**src/verilog/recovery_pkg.sv**
```systemverilog
// Shared widths and encodings for the recovery command block
`default_nettype none

package recovery_pkg;

    // Payload word and CSR width
    localparam int unsigned DATA_W = 32;

    // Command byte length width
    localparam int unsigned LEN_W = 16;

    // Receive queue geometry
    localparam int unsigned RX_DEPTH = 8;
    localparam int unsigned RX_LVL_W = 4;
    localparam int unsigned RX_PTR_W = 3;

    // Recovery command codes
    typedef enum logic [7:0] {
        CMD_PROT_CAP             = 8'd34,
        CMD_DEVICE_ID            = 8'd35,
        CMD_DEVICE_STATUS        = 8'd36,
        CMD_DEVICE_RESET         = 8'd37,
        CMD_RECOVERY_CTRL        = 8'd38,
        CMD_RECOVERY_STATUS      = 8'd39,
        CMD_HW_STATUS            = 8'd40,
        CMD_INDIRECT_CTRL        = 8'd41,
        CMD_INDIRECT_STATUS      = 8'd42,
        CMD_INDIRECT_DATA        = 8'd43,
        CMD_VENDOR               = 8'd44,
        CMD_INDIRECT_FIFO_CTRL   = 8'd45,
        CMD_INDIRECT_FIFO_STATUS = 8'd46,
        CMD_INDIRECT_FIFO_DATA   = 8'd47
    } command_e;

    // Recovery CSR indices with one index per 32-bit word
    typedef enum logic [7:0] {
        CSR_PROC_CAP_0             = 8'd0,
        CSR_PROC_CAP_1             = 8'd1,
        CSR_PROC_CAP_2             = 8'd2,
        CSR_PROC_CAP_3             = 8'd3,
        CSR_DEVICE_ID_0            = 8'd4,
        CSR_DEVICE_ID_1            = 8'd5,
        CSR_DEVICE_ID_2            = 8'd6,
        CSR_DEVICE_ID_3            = 8'd7,
        CSR_DEVICE_ID_4            = 8'd8,
        CSR_DEVICE_ID_5            = 8'd9,
        CSR_DEVICE_ID_6            = 8'd10,
        CSR_DEVICE_STATUS_0        = 8'd11,
        CSR_DEVICE_STATUS_1        = 8'd12,
        CSR_DEVICE_RESET           = 8'd13,
        CSR_RECOVERY_CTRL          = 8'd14,
        CSR_RECOVERY_STATUS        = 8'd15,
        CSR_HW_STATUS              = 8'd16,
        CSR_INDIRECT_FIFO_CTRL_0   = 8'd17,
        CSR_INDIRECT_FIFO_CTRL_1   = 8'd18,
        CSR_INDIRECT_FIFO_STATUS_0 = 8'd19,
        CSR_INDIRECT_FIFO_STATUS_1 = 8'd20,
        CSR_INDIRECT_FIFO_STATUS_2 = 8'd21,
        CSR_INDIRECT_FIFO_STATUS_3 = 8'd22,
        CSR_INDIRECT_FIFO_STATUS_4 = 8'd23,
        CSR_INDIRECT_FIFO_STATUS_5 = 8'd24
    } csr_e;

endpackage

`default_nettype wire

```
**src/verilog/rx_data_queue.sv**
```systemverilog
// Receive data queue that buffers payload words and serves pop requests
`timescale 1ns/1ps
`default_nettype none

module rx_data_queue (
    input  logic                             clk_i,
    input  logic                             rst_ni,
    input  logic                             push_i,
    input  logic [recovery_pkg::DATA_W-1:0]  wdata_i,
    input  logic                             req_i,
    input  logic                             clr_i,
    output logic                             ack_o,
    output logic [recovery_pkg::DATA_W-1:0]  rdata_o,
    output logic                             full_o,
    output logic [recovery_pkg::RX_LVL_W-1:0] level_o
);
    import recovery_pkg::*;

    logic [DATA_W-1:0]   mem_q [RX_DEPTH];
    logic [RX_PTR_W-1:0] wptr_q;
    logic [RX_PTR_W-1:0] rptr_q;
    logic [RX_LVL_W-1:0] level_q;
    logic                pend_q;
    logic                ack_q;
    logic [DATA_W-1:0]   rdata_q;
    logic                empty;
    logic                full;
    logic                push_ok;
    logic                do_pop;

    assign empty   = (level_q == '0);
    assign full    = (level_q == RX_LVL_W'(RX_DEPTH));
    assign push_ok = push_i & ~full;

    // Serve a new or a waiting request once a word is stored
    assign do_pop = (req_i | pend_q) & ~empty & ~clr_i;

    always_ff @(posedge clk_i) begin
        if (!rst_ni) begin
            wptr_q  <= '0;
            rptr_q  <= '0;
            level_q <= '0;
            pend_q  <= 1'b0;
            ack_q   <= 1'b0;
        end else if (clr_i) begin
            wptr_q  <= '0;
            rptr_q  <= '0;
            level_q <= '0;
            pend_q  <= 1'b0;
            ack_q   <= 1'b0;
        end else begin
            if (push_ok) begin
                wptr_q <= wptr_q + 1'b1;
            end
            if (do_pop) begin
                rptr_q <= rptr_q + 1'b1;
            end
            level_q <= level_q + RX_LVL_W'(push_ok) - RX_LVL_W'(do_pop);
            if (do_pop) begin
                pend_q <= 1'b0;
            end else if (req_i) begin
                pend_q <= 1'b1;
            end
            ack_q <= do_pop;
        end
    end

    // Storage and read data
    always_ff @(posedge clk_i) begin
        if (push_ok) begin
            mem_q[wptr_q] <= wdata_i;
        end
        if (do_pop) begin
            rdata_q <= mem_q[rptr_q];
        end
    end

    assign ack_o   = ack_q;
    assign rdata_o = rdata_q;
    assign full_o  = full;
    assign level_o = level_q;

    // An acknowledge always carries a word that was stored
    assert property (@(posedge clk_i) disable iff (!rst_ni) ack_o |-> $past(!empty));

endmodule

`default_nettype wire

```
**src/verilog/recovery_executor.sv**
```systemverilog
// Recovery command executor that maps commands to CSRs and pulls their payload words
`timescale 1ns/1ps
`default_nettype none

module recovery_executor (
    input  logic                          clk_i,
    input  logic                          rst_ni,
    input  logic                          cmd_valid_i,
    input  logic                          cmd_is_rd_i,
    input  recovery_pkg::command_e        cmd_cmd_i,
    input  logic [recovery_pkg::LEN_W-1:0] cmd_len_i,
    input  logic                          cmd_error_i,
    input  logic                          rx_ack_i,
    output logic                          cmd_done_o,
    output logic                          rx_req_o,
    output logic                          rx_queue_clr_o,
    output logic                          wr_en_o,
    output recovery_pkg::csr_e            wr_sel_o
);
    import recovery_pkg::*;

    typedef enum logic [2:0] {
        Idle,
        CsrWrite,
        CsrRead,
        Error,
        Done
    } state_e;

    state_e           state_q;
    state_e           state_d;
    logic [LEN_W-1:0] dcnt_q;
    logic [LEN_W-1:0] word_cnt;
    csr_e             csr_sel_q;
    csr_e             map_csr;
    logic             map_ok;
    logic             rx_req_q;
    logic             start_write;

    // First CSR of each command and whether the code is mapped at all
    always_comb begin
        map_ok  = 1'b1;
        map_csr = CSR_PROC_CAP_0;
        case (cmd_cmd_i)
            CMD_PROT_CAP:             map_csr = CSR_PROC_CAP_0;
            CMD_DEVICE_ID:            map_csr = CSR_DEVICE_ID_0;
            CMD_DEVICE_STATUS:        map_csr = CSR_DEVICE_STATUS_0;
            CMD_DEVICE_RESET:         map_csr = CSR_DEVICE_RESET;
            CMD_RECOVERY_CTRL:        map_csr = CSR_RECOVERY_CTRL;
            CMD_RECOVERY_STATUS:      map_csr = CSR_RECOVERY_STATUS;
            CMD_HW_STATUS:            map_csr = CSR_HW_STATUS;
            CMD_INDIRECT_FIFO_CTRL:   map_csr = CSR_INDIRECT_FIFO_CTRL_0;
            CMD_INDIRECT_FIFO_STATUS: map_csr = CSR_INDIRECT_FIFO_STATUS_0;
            default:                  map_ok  = 1'b0;
        endcase
    end

    // Byte length rounded up to whole words
    assign word_cnt = (cmd_len_i >> 2) + LEN_W'(|cmd_len_i[1:0]);

    assign start_write = cmd_valid_i & ~cmd_error_i & map_ok & ~cmd_is_rd_i;

    // Next state
    always_comb begin
        state_d = state_q;
        case (state_q)
            Idle: begin
                if (cmd_valid_i) begin
                    if (cmd_error_i || !map_ok) begin
                        state_d = Error;
                    end else if (cmd_is_rd_i) begin
                        state_d = CsrRead;
                    end else begin
                        state_d = CsrWrite;
                    end
                end
            end
            CsrWrite: begin
                // Zero length has nothing to pull
                if (dcnt_q == '0) begin
                    state_d = Done;
                end else if (rx_ack_i && dcnt_q == LEN_W'(1)) begin
                    state_d = Done;
                end
            end
            CsrRead:  state_d = Done;
            Error:    state_d = Done;
            Done:     state_d = Idle;
            default:  state_d = Idle;
        endcase
    end

    always_ff @(posedge clk_i) begin
        if (!rst_ni) begin
            state_q   <= Idle;
            dcnt_q    <= '0;
            csr_sel_q <= CSR_PROC_CAP_0;
            rx_req_q  <= 1'b0;
        end else begin
            state_q <= state_d;
            case (state_q)
                Idle: begin
                    if (cmd_valid_i) begin
                        dcnt_q    <= word_cnt;
                        csr_sel_q <= map_csr;
                    end
                    rx_req_q <= start_write & (cmd_len_i != '0);
                end
                CsrWrite: begin
                    // Index keeps moving so long writes spill into the next CSRs
                    if (rx_ack_i) begin
                        dcnt_q    <= dcnt_q - LEN_W'(1);
                        csr_sel_q <= csr_e'(csr_sel_q + 8'd1);
                    end
                    rx_req_q <= rx_ack_i & (dcnt_q != LEN_W'(1));
                end
                default: begin
                    rx_req_q <= 1'b0;
                end
            endcase
        end
    end

    assign rx_req_o       = rx_req_q;
    assign rx_queue_clr_o = (state_q == Error);
    assign cmd_done_o     = (state_q == Done);

    // Write bus to the CSR bank
    assign wr_en_o  = (state_q == CsrWrite) & rx_ack_i;
    assign wr_sel_o = csr_sel_q;

    // Done is a single-cycle pulse
    assert property (@(posedge clk_i) disable iff (!rst_ni) cmd_done_o |=> !cmd_done_o);

    // Only one word in flight between executor and queue
    assert property (@(posedge clk_i) disable iff (!rst_ni) !(rx_req_o && rx_ack_i));

endmodule

`default_nettype wire

```
**src/verilog/recovery_csr.sv**
```systemverilog
// Recovery CSR bank with the four writable registers and a read port
`timescale 1ns/1ps
`default_nettype none

module recovery_csr (
    input  logic                            clk_i,
    input  logic                            rst_ni,
    input  logic                            wr_en_i,
    input  recovery_pkg::csr_e              wr_sel_i,
    input  logic [recovery_pkg::DATA_W-1:0] wr_data_i,
    input  recovery_pkg::csr_e              rd_sel_i,
    output logic [recovery_pkg::DATA_W-1:0] rd_data_o
);
    import recovery_pkg::*;

    logic [DATA_W-1:0] device_reset_q;
    logic [DATA_W-1:0] recovery_ctrl_q;
    logic [DATA_W-1:0] fifo_ctrl_0_q;
    logic [DATA_W-1:0] fifo_ctrl_1_q;
    logic              we_device_reset;
    logic              we_recovery_ctrl;
    logic              we_fifo_ctrl_0;
    logic              we_fifo_ctrl_1;

    // Write decode that lets other indices take the word with no effect
    always_comb begin
        we_device_reset  = 1'b0;
        we_recovery_ctrl = 1'b0;
        we_fifo_ctrl_0   = 1'b0;
        we_fifo_ctrl_1   = 1'b0;
        if (wr_en_i) begin
            case (wr_sel_i)
                CSR_DEVICE_RESET:         we_device_reset  = 1'b1;
                CSR_RECOVERY_CTRL:        we_recovery_ctrl = 1'b1;
                CSR_INDIRECT_FIFO_CTRL_0: we_fifo_ctrl_0   = 1'b1;
                CSR_INDIRECT_FIFO_CTRL_1: we_fifo_ctrl_1   = 1'b1;
                default: begin
                end
            endcase
        end
    end

    always_ff @(posedge clk_i) begin
        if (!rst_ni) begin
            device_reset_q  <= '0;
            recovery_ctrl_q <= '0;
            fifo_ctrl_0_q   <= '0;
            fifo_ctrl_1_q   <= '0;
        end else begin
            if (we_device_reset) begin
                device_reset_q <= wr_data_i;
            end
            if (we_recovery_ctrl) begin
                recovery_ctrl_q <= wr_data_i;
            end
            if (we_fifo_ctrl_0) begin
                fifo_ctrl_0_q <= wr_data_i;
            end
            if (we_fifo_ctrl_1) begin
                fifo_ctrl_1_q <= wr_data_i;
            end
        end
    end

    // Read port where status and capability words read as zero
    always_comb begin
        case (rd_sel_i)
            CSR_DEVICE_RESET:         rd_data_o = device_reset_q;
            CSR_RECOVERY_CTRL:        rd_data_o = recovery_ctrl_q;
            CSR_INDIRECT_FIFO_CTRL_0: rd_data_o = fifo_ctrl_0_q;
            CSR_INDIRECT_FIFO_CTRL_1: rd_data_o = fifo_ctrl_1_q;
            default:                  rd_data_o = '0;
        endcase
    end

endmodule

`default_nettype wire

```
**src/verilog/recovery_top.sv**
```systemverilog
// Recovery command block top that joins the receive queue, executor and CSR bank
`timescale 1ns/1ps
`default_nettype none

module recovery_top (
    input  logic                              clk_i,
    input  logic                              rst_ni,
    // Decoded command
    input  logic                              cmd_valid_i,
    input  logic                              cmd_is_rd_i,
    input  recovery_pkg::command_e            cmd_cmd_i,
    input  logic [recovery_pkg::LEN_W-1:0]    cmd_len_i,
    input  logic                              cmd_error_i,
    output logic                              cmd_done_o,
    // Payload push side
    input  logic                              rx_push_i,
    input  logic [recovery_pkg::DATA_W-1:0]   rx_wdata_i,
    output logic                              rx_full_o,
    output logic [recovery_pkg::RX_LVL_W-1:0] rx_level_o,
    // CSR read port
    input  recovery_pkg::csr_e                csr_rd_sel_i,
    output logic [recovery_pkg::DATA_W-1:0]   csr_rd_data_o
);
    import recovery_pkg::*;

    logic              rx_req;
    logic              rx_ack;
    logic [DATA_W-1:0] rx_data;
    logic              rx_queue_clr;
    logic              wr_en;
    csr_e              wr_sel;

    rx_data_queue u_rx_queue (
        .clk_i   (clk_i),
        .rst_ni  (rst_ni),
        .push_i  (rx_push_i),
        .wdata_i (rx_wdata_i),
        .req_i   (rx_req),
        .clr_i   (rx_queue_clr),
        .ack_o   (rx_ack),
        .rdata_o (rx_data),
        .full_o  (rx_full_o),
        .level_o (rx_level_o)
    );

    recovery_executor u_executor (
        .clk_i          (clk_i),
        .rst_ni         (rst_ni),
        .cmd_valid_i    (cmd_valid_i),
        .cmd_is_rd_i    (cmd_is_rd_i),
        .cmd_cmd_i      (cmd_cmd_i),
        .cmd_len_i      (cmd_len_i),
        .cmd_error_i    (cmd_error_i),
        .rx_ack_i       (rx_ack),
        .cmd_done_o     (cmd_done_o),
        .rx_req_o       (rx_req),
        .rx_queue_clr_o (rx_queue_clr),
        .wr_en_o        (wr_en),
        .wr_sel_o       (wr_sel)
    );

    // Queue data goes straight to the bank while the executor picks the target
    recovery_csr u_csr (
        .clk_i     (clk_i),
        .rst_ni    (rst_ni),
        .wr_en_i   (wr_en),
        .wr_sel_i  (wr_sel),
        .wr_data_i (rx_data),
        .rd_sel_i  (csr_rd_sel_i),
        .rd_data_o (csr_rd_data_o)
    );

endmodule

`default_nettype wire

```
**config.mk**
```make
export PLATFORM = sky130hd
export DESIGN_NAME = recovery_top
export DESIGN_NICKNAME = d
export VERILOG_FILES = /design/src/verilog/recovery_pkg.sv /design/src/verilog/rx_data_queue.sv /design/src/verilog/recovery_executor.sv /design/src/verilog/recovery_csr.sv /design/src/verilog/recovery_top.sv
export SDC_FILE = /design/constraint.sdc
export NUM_CORES = 1
export LEC_CHECK = 0
export BUFFER_PORTS_ARGS = -buffer_cell sky130_fd_sc_hd__buf_2
export CORE_UTILIZATION = 55
export CTS_CLUSTER_SIZE = 16
export DETAILED_ROUTE_END_ITERATION = 6
export GPL_ROUTABILITY_DRIVEN = 0
export GPL_TIMING_DRIVEN = 0
export PLACE_DENSITY = 0.76
export SYNTH_ARGS = -nofsm -noshare
export SYNTH_HDL_FRONTEND = slang
export SYNTH_HIERARCHICAL = 1
export SYNTH_SLANG_ARGS = --single-unit
```
**constraint.sdc**
```tcl
create_clock -name clk_i -period 4.1 [get_ports clk_i]
set_input_delay 0.82 -clock clk_i [delete_from_list [all_inputs] [get_ports clk_i]]
set_output_delay 0.82 -clock clk_i [all_outputs]
set_load 0.01 [all_outputs]
```
# == Word-level counts from Yosys, hierarchy flattened ==
# Memories as Yosys holds them, arrays and structs flattened. A register that Yosys moved wholly into a read port is not among the register bits.
# Index checks and enable logic that the tools add are counted.
# W data, S select, Z words.
# totals
ff_bits,168
ramBits,256
out_inout_bits,38
word_cells,105
n_memories,1
# memory_table
memory,depth,width,read_ports,rd_ports_with_merged_regs,write_ports,line,text
u_rx_queue.mem_q,8,32,1,1,1,rx_data_queue.sv:19,logic [DATA_W-1:0] mem_q [RX_DEPTH];
# op_classes
addsub,7
eq_ne,27
mux,26
bitwise,16
reduce_logical,15
# ops
cell,n
$pmux W32 S4,1
$eq A8 B6 Y1 const B,9
$pmux W5 S8,1
$eq A8 B4 Y1 const B,4
$eq A8 B5 Y1 const B,4
$mux W16,2
$pmux W16 S2,1
$eq A16 B1 Y1 const B,1
$logic_not A16 Y1,1
$mux W8,2
$ne A16 B1 Y1 const B,1
$pmux W8 S2,1
$reduce_bool A16 Y1,1
$sub A16 B1 Y16 const B,1
$add A14 B1 Y15,1
$mux W3,4
$mux W1,11
$and A1 B1 Y1,9
$pmux W3 S3,1
$reduce_or A9 Y1,1
$add A8 B1 Y8 const B,1
$add A3 B1 Y3 const B,2
$eq A3 B2 Y1 const B,2
$not A1 Y1,6
20 further kinds,23

# == Depth between registers and ports, before layout ==
# logic_depth
word_depth,8
depth_mapped,11

# == Modules after synthesis ==
# Netlist, hierarchy kept.
# modules_own_cells
mod,n_inst,cells_each,area_per_inst_um2
rx_data_queue,1,482,11249.5
recovery_csr,1,618,5916.9
recovery_executor,1,260,1996.9

# == Worst setup path after synthesis ==
# Ideal clock, no wire load.
# synth_path
path_kind,reg-to-reg
start,"register u_rx_queue.level_q[2], in the netlist u_rx_queue/level_o[2]"
end,"register u_rx_queue.level_q[3], in the netlist u_rx_queue/level_o[3]"
arrival_time_ns,4.512
t_required_ns,4.031
slack_ns,-0.481
stages_incl_launch_ff,11
path_buffers,0
path_cell_list,dfxtp_1 inv_1 ha_1 nor3b_1 nor3_1 ha_1 inv_1 ha_1 a21o_1 a2111o_1 o21ai_1
# synth_between
elab_chain_len,5
# synth_lines
item,line,text
start: declaration,rx_data_queue.sv:22,logic [RX_LVL_W-1:0] level_q;
start signal: assignment,rx_data_queue.sv:58,level_q <= level_q + RX_LVL_W'(push_ok) - RX_LVL_W'(do_pop);
$logic_not A4 Y1,rx_data_queue.sv:31,assign empty = (level_q == '0);
$not A1 Y1,rx_data_queue.sv:36,assign do_pop = (req_i | pend_q) & ~empty & ~clr_i;
$and A1 B1 Y1 (2 in series),rx_data_queue.sv:36,
via u_rx_queue.do_pop,rx_data_queue.sv:29,logic do_pop;
$sub A4 B1 Y4,rx_data_queue.sv:58,
# The timed path passes the listed nets, and every way through them passes these cells.
# A chain may end at the register's enable or synchronous reset.

# == Worst setup path after layout ==
# layout_path
start,input port csr_rd_sel_i[5]
end,output port csr_rd_data_o[30] (netlist bit)
# layout_between
elab_chain_len,2
# layout_lines
item,line,text
start: declaration,recovery_top.sv:21,"input recovery_pkg::csr_e csr_rd_sel_i,"
$eq A8 B5 Y1 / $eq A8 B4 Y1 (equally long branches),recovery_csr.sv:67,case (rd_sel_i)
$pmux W32 S4 *,recovery_csr.sv:67,
end: declaration,recovery_top.sv:22,output logic [recovery_pkg::DATA_W-1:0] csr_rd_data_o
# Mark *: on every way between the ends. The rest lies on a longest branch, timed or not.

==> summary by stage <==
Global routing
The number of global-route vias before repair is 12100. The remaining global-route overflow is 0. The number of antenna violations at the first check in global routing came to 6.

Entering global routing, the biggest net connects 24 pins. In the global route stage, overall resource usage came out at 0.247. The first-pass GRT wire length is 68300 um.

Cells and area
In the final design database the tool counted 1610 nets. The filler cell count is 2439. The layout-stage area growth over the synthesis result is 15.4%.

The area taken by flip-flops and latches is 12000 sq um. The area of the multi-input gates is 6690 sq um. The share of post-route cells with drive strength above 1 is 0.217.

Critical path
The worst reg-to-reg path cell count is 8. Setup slack on the worst reg-to-reg path comes out at 0.88 ns. The type of element capturing the critical path is an output port. Data on the critical path is required at its endpoint by 3.28 ns. The startpoint kind of the worst setup timing path is an input pin. In this run the worst path has a maximum fanout of 10.

The startpoint of the worst register-to-register path is u_executor/state_q[2]. The endpoint identified for the worst register-to-register timing path is u_csr/recovery_ctrl_q[29]. The arrival time reported for the critical path endpoint is 2.98 ns.

The classification of the worst setup path is in -> out.

Yosys
The number of synthesized flops with an enable pin is 288. For this run, the leading register cell type out of synthesis is edfxtp_1. The post-synthesis sequential element count is 456. The average instance area after synthesis is 14.1 sq um. For this run, the register share of the synthesized area comes to 0.627. The cell area that synthesis handed to floorplanning was 19200 sq um. The biggest area contributor in the post-synthesis netlist is edfxtp_1. Counting every net in the synthesized netlist gives 1444. After synthesis, the share of flip-flops with an asynchronous set or reset is 0. The Yosys step of the flow raised 6 warnings. The post-synthesis cell count is 1360.

Among all cell types in the netlist, the one instantiated most often is edfxtp_1. The share of synthesized area in the top cell type comes to 0.451. Ranked by total cell area, the synthesized netlist is headed by edfxtp_1, dfxtp_1, mux4_2, mux2i_1, nand2_1.

Ranked by instance count, the synthesized netlist is headed by edfxtp_1, nand2_1, dfxtp_1, mux2i_1, nand3b_1. The count of different cell masters after synthesis is 67.

Floorplan
The initial cell density of the core is 0.566. 108 I/O pins were placed. The die is 189 um wide. The floorplan step set the die height to 189 um. The core box area is 33900 sq um. The overall die area is 35600 sq um.

The standard-cell row count is 67.

CTS
The quantity of hold-fixing buffers added after cts is 0. The number of buffers added by the clock tree synthesis step is 47. The H-tree generated during clock tree synthesis spans 2 levels. The number of gates resized after cts is 0.

Clock latency on the worst-skew pair, taken at its later pin, is 0.56 ns. After clock tree synthesis, the clock-pin slew on the worst setup and hold paths is 0.06 ns. The longest clock path from root to sink contains 3 buffers. Clock tree synthesis selected as its root buffer the cell clkbuf_16. The clock tree from TritonCTS is yes.

The number of post-CTS setup repair buffers is 0. The clock net in this run drives a total of 456 sinks.

Timing
In the finished design, the share of the clock period the worst path needs comes to 0.927. The maximum clock skew at final layout is 0.0151 ns. At the pin with the least slew margin, the transition time is 1.09 ns. The count of final max-slew check failures is 0. For the finished layout, the period the worst path requires is 3.80 ns. Setup violations remaining at the end of the flow were counted as 0. The hold violation total from the final report is 0. The total negative setup slack is 0 ns. Setup repair after global routing left no endpoint under its margin.

The worst slew slack as a fraction of its limit is 0.263. The maximum clock frequency is 0.263 GHz.

Routing
The routed design has 43200 um of wire. Using the TritonRoute via totals, the vias-per-cell ratio works out to 6.03. The number of nets with antenna violations after routing is 0. Detailed routing inserted a total of 12100 vias.

The number of DRC violations after detailed-routing iteration 0 is 959. The number of remaining DRC errors is 0. The average wire length per cell after detail routing is 21.4 um. The first detailed-routing pass ran for 5 iterations.

Placement
Port buffering added 104 buffers. The total half-perimeter wirelength after legalization and detailed placement is 28500 um.

Power
The net switching fraction of the power is 0.236. IR analysis of the VDD net gives a maximum drop of 389 uV. Of the total power, registers draw 0.499. The share of total power dissipated in combinational logic is 0.088. Summed over all nets, the switching power comes to 2.42 mW.

The analysis attributes to cell leakage a power of 7.69 nW. The total power divided by cell area is 464 nW/um^2. Power comes to 10.3 mW. The total internal power is 7.84 mW. The share of total power dissipated in the clock network is 0.413.

Hold path
The path category of the worst min-delay check is reg -> reg. The worst hold path terminates at u_csr/fifo_ctrl_0_q[20]. The startpoint identified for the worst hold timing path is u_csr/fifo_ctrl_0_q[20]. The depth of the worst hold-timing path is 2.

Outcome
The flow ran to the end, and the final reports show no timing, DRC or antenna violations.

Job
Across the run, the number of max-cap violations was 0.
## area by class of cell
class,instances,share of cell area
Buffer,94,0.0213
Antenna cell,3,0.000340
Inverter,14,0.00238
Timing Repair Buffer,117,0.0342
Clock buffer,57,0.0568
Clock inverter,29,0.0135
Multi-Input combinational cell,796,0.303
Tap cell,448,0.0254
Sequential cell,456,0.543
## metal layers
| metal | GRT usage | vias to the layer above | wire (um) |
|---|---|---|---|
| met1 | 0.333 | 6044 | 18000 |
| li1 | - | 5541 | - |
| met2 | 0.412 | 471 | 21100 |
| met3 | 0.0434 | 79 | 3020 |
| met4 | 0.0701 | 6 | 959 |
| met5 | 0 | - | 36 |
## how the worst max path moves through the flow
stage,depth (start not counted),end,from,slack (ns)
after floorplan,6,u_rx_queue/mem_q[0][0],u_rx_queue/level_o[2],0.14
after global placement,4,u_rx_queue/mem_q[0][6],rx_push_i,-1.92
after detailed placement,7,csr_rd_data_o[27],csr_rd_sel_i[5],0.34
after CTS,7,csr_rd_data_o[27],csr_rd_sel_i[5],0.35
after global routing,7,csr_rd_data_o[30],csr_rd_sel_i[5],0.22
final,7,csr_rd_data_o[30],csr_rd_sel_i[5],0.30
## through the flow
stage	std cells	worst slack [ns]	utilization	area, sq um	hold slack, ns
6_report	2014	0.301	0.653	22100	0.459
3_3_place_gp	1912	-1.92	0.598	20200	0.442
5_1_grt	2011	0.217	0.653	22100	0.474
2_1_floorplan	1360	0.137	-	19200	0.435
3_5_place_dp	1925	0.341	0.607	20500	0.447
4_1_cts	2011	0.351	0.653	22100	0.457
## power by group through the flow
stage | Sequential (mW) | Clock [mW] | Combinational (mW)
after floorplan | 5.21 | 0 | 0.545
after global placement | 5.22 | 0 | 0.812
after detailed placement | 5.22 | 0 | 0.876
after CTS | 5.12 | 4.31 | 0.891
after global routing | 5.14 | 4.50 | 0.977
final | 5.12 | 4.23 | 0.904
## placed cells by master, fill, tap and decap left out, types with 6 or more instances in the layout
cell type	netlist	layout
a211oi_1	37	37
a21o_1	6	6
a21oi_1	24	24
a221o_1	32	32
buf_2	16	120
buf_6	11	16
clkbuf_1	60	67
clkbuf_16	0	48
clkinv_2	0	14
dfxtp_1	168	168
edfxtp_1	288	288
ha_1	13	13
inv_1	11	11
mux2_2	32	32
mux2i_1	129	129
mux4_2	60	60
nand2_1	183	183
nand2b_1	8	8
nand3_1	14	14
nand3b_1	68	68
nand4_1	9	9
nor2_1	28	22
nor2_4	0	6
nor3_1	15	12
nor3b_1	8	8
nor4_1	10	10
o21ai_0	29	29
or3_1	6	6
xnor2_1	11	11
xor2_1	7	7
## critical path, stage by stage
cell and delay [ns]:
buf_2 0.09, or3_1 0.35, clkbuf_1 0.22, nor4_2 0.62
buf_2 0.40, a221o_1 0.30, buf_2 0.16
## flip-flops by register name, summed over array words and instances, names as in the netlist
| signal | cells |
|---|---|
| u_rx_queue/mem_q | 256 |
| u_csr/recovery_ctrl_q | 32 |
| u_rx_queue/rptr_q | 3 |
| u_executor/wr_sel_o | 8 |
| u_csr/fifo_ctrl_0_q | 32 |
| u_rx_queue/wptr_q | 3 |
| u_rx_queue/pend_q | 1 |
| u_executor/dcnt_q | 16 |
| u_executor/state_q | 3 |
| u_executor/rx_req_o | 1 |
| u_csr/device_reset_q | 32 |
| u_rx_queue/level_o | 4 |
| u_csr/fifo_ctrl_1_q | 32 |
| u_rx_queue/rdata_o | 32 |
| u_rx_queue/ack_o | 1 |
## cells by family (layout without fill, tap and decap cells)
family / after synthesis / count (layout) / share of synthesized area
mux: 225 / 225 / 0.162
simple gates: 387 / 387 / 0.108
flops: 456 / 456 / 0.627
xor+xnor: 18 / 18 / 0.00823
buf+inv: 108 / 311 / 0.0274
fa+ha+maj: 15 / 15 / 0.0101
other cells: 0 / 3 / 0
compound gates: 151 / 151 / 0.0571
Note: power is estimated with default switching activity, not from simulation.
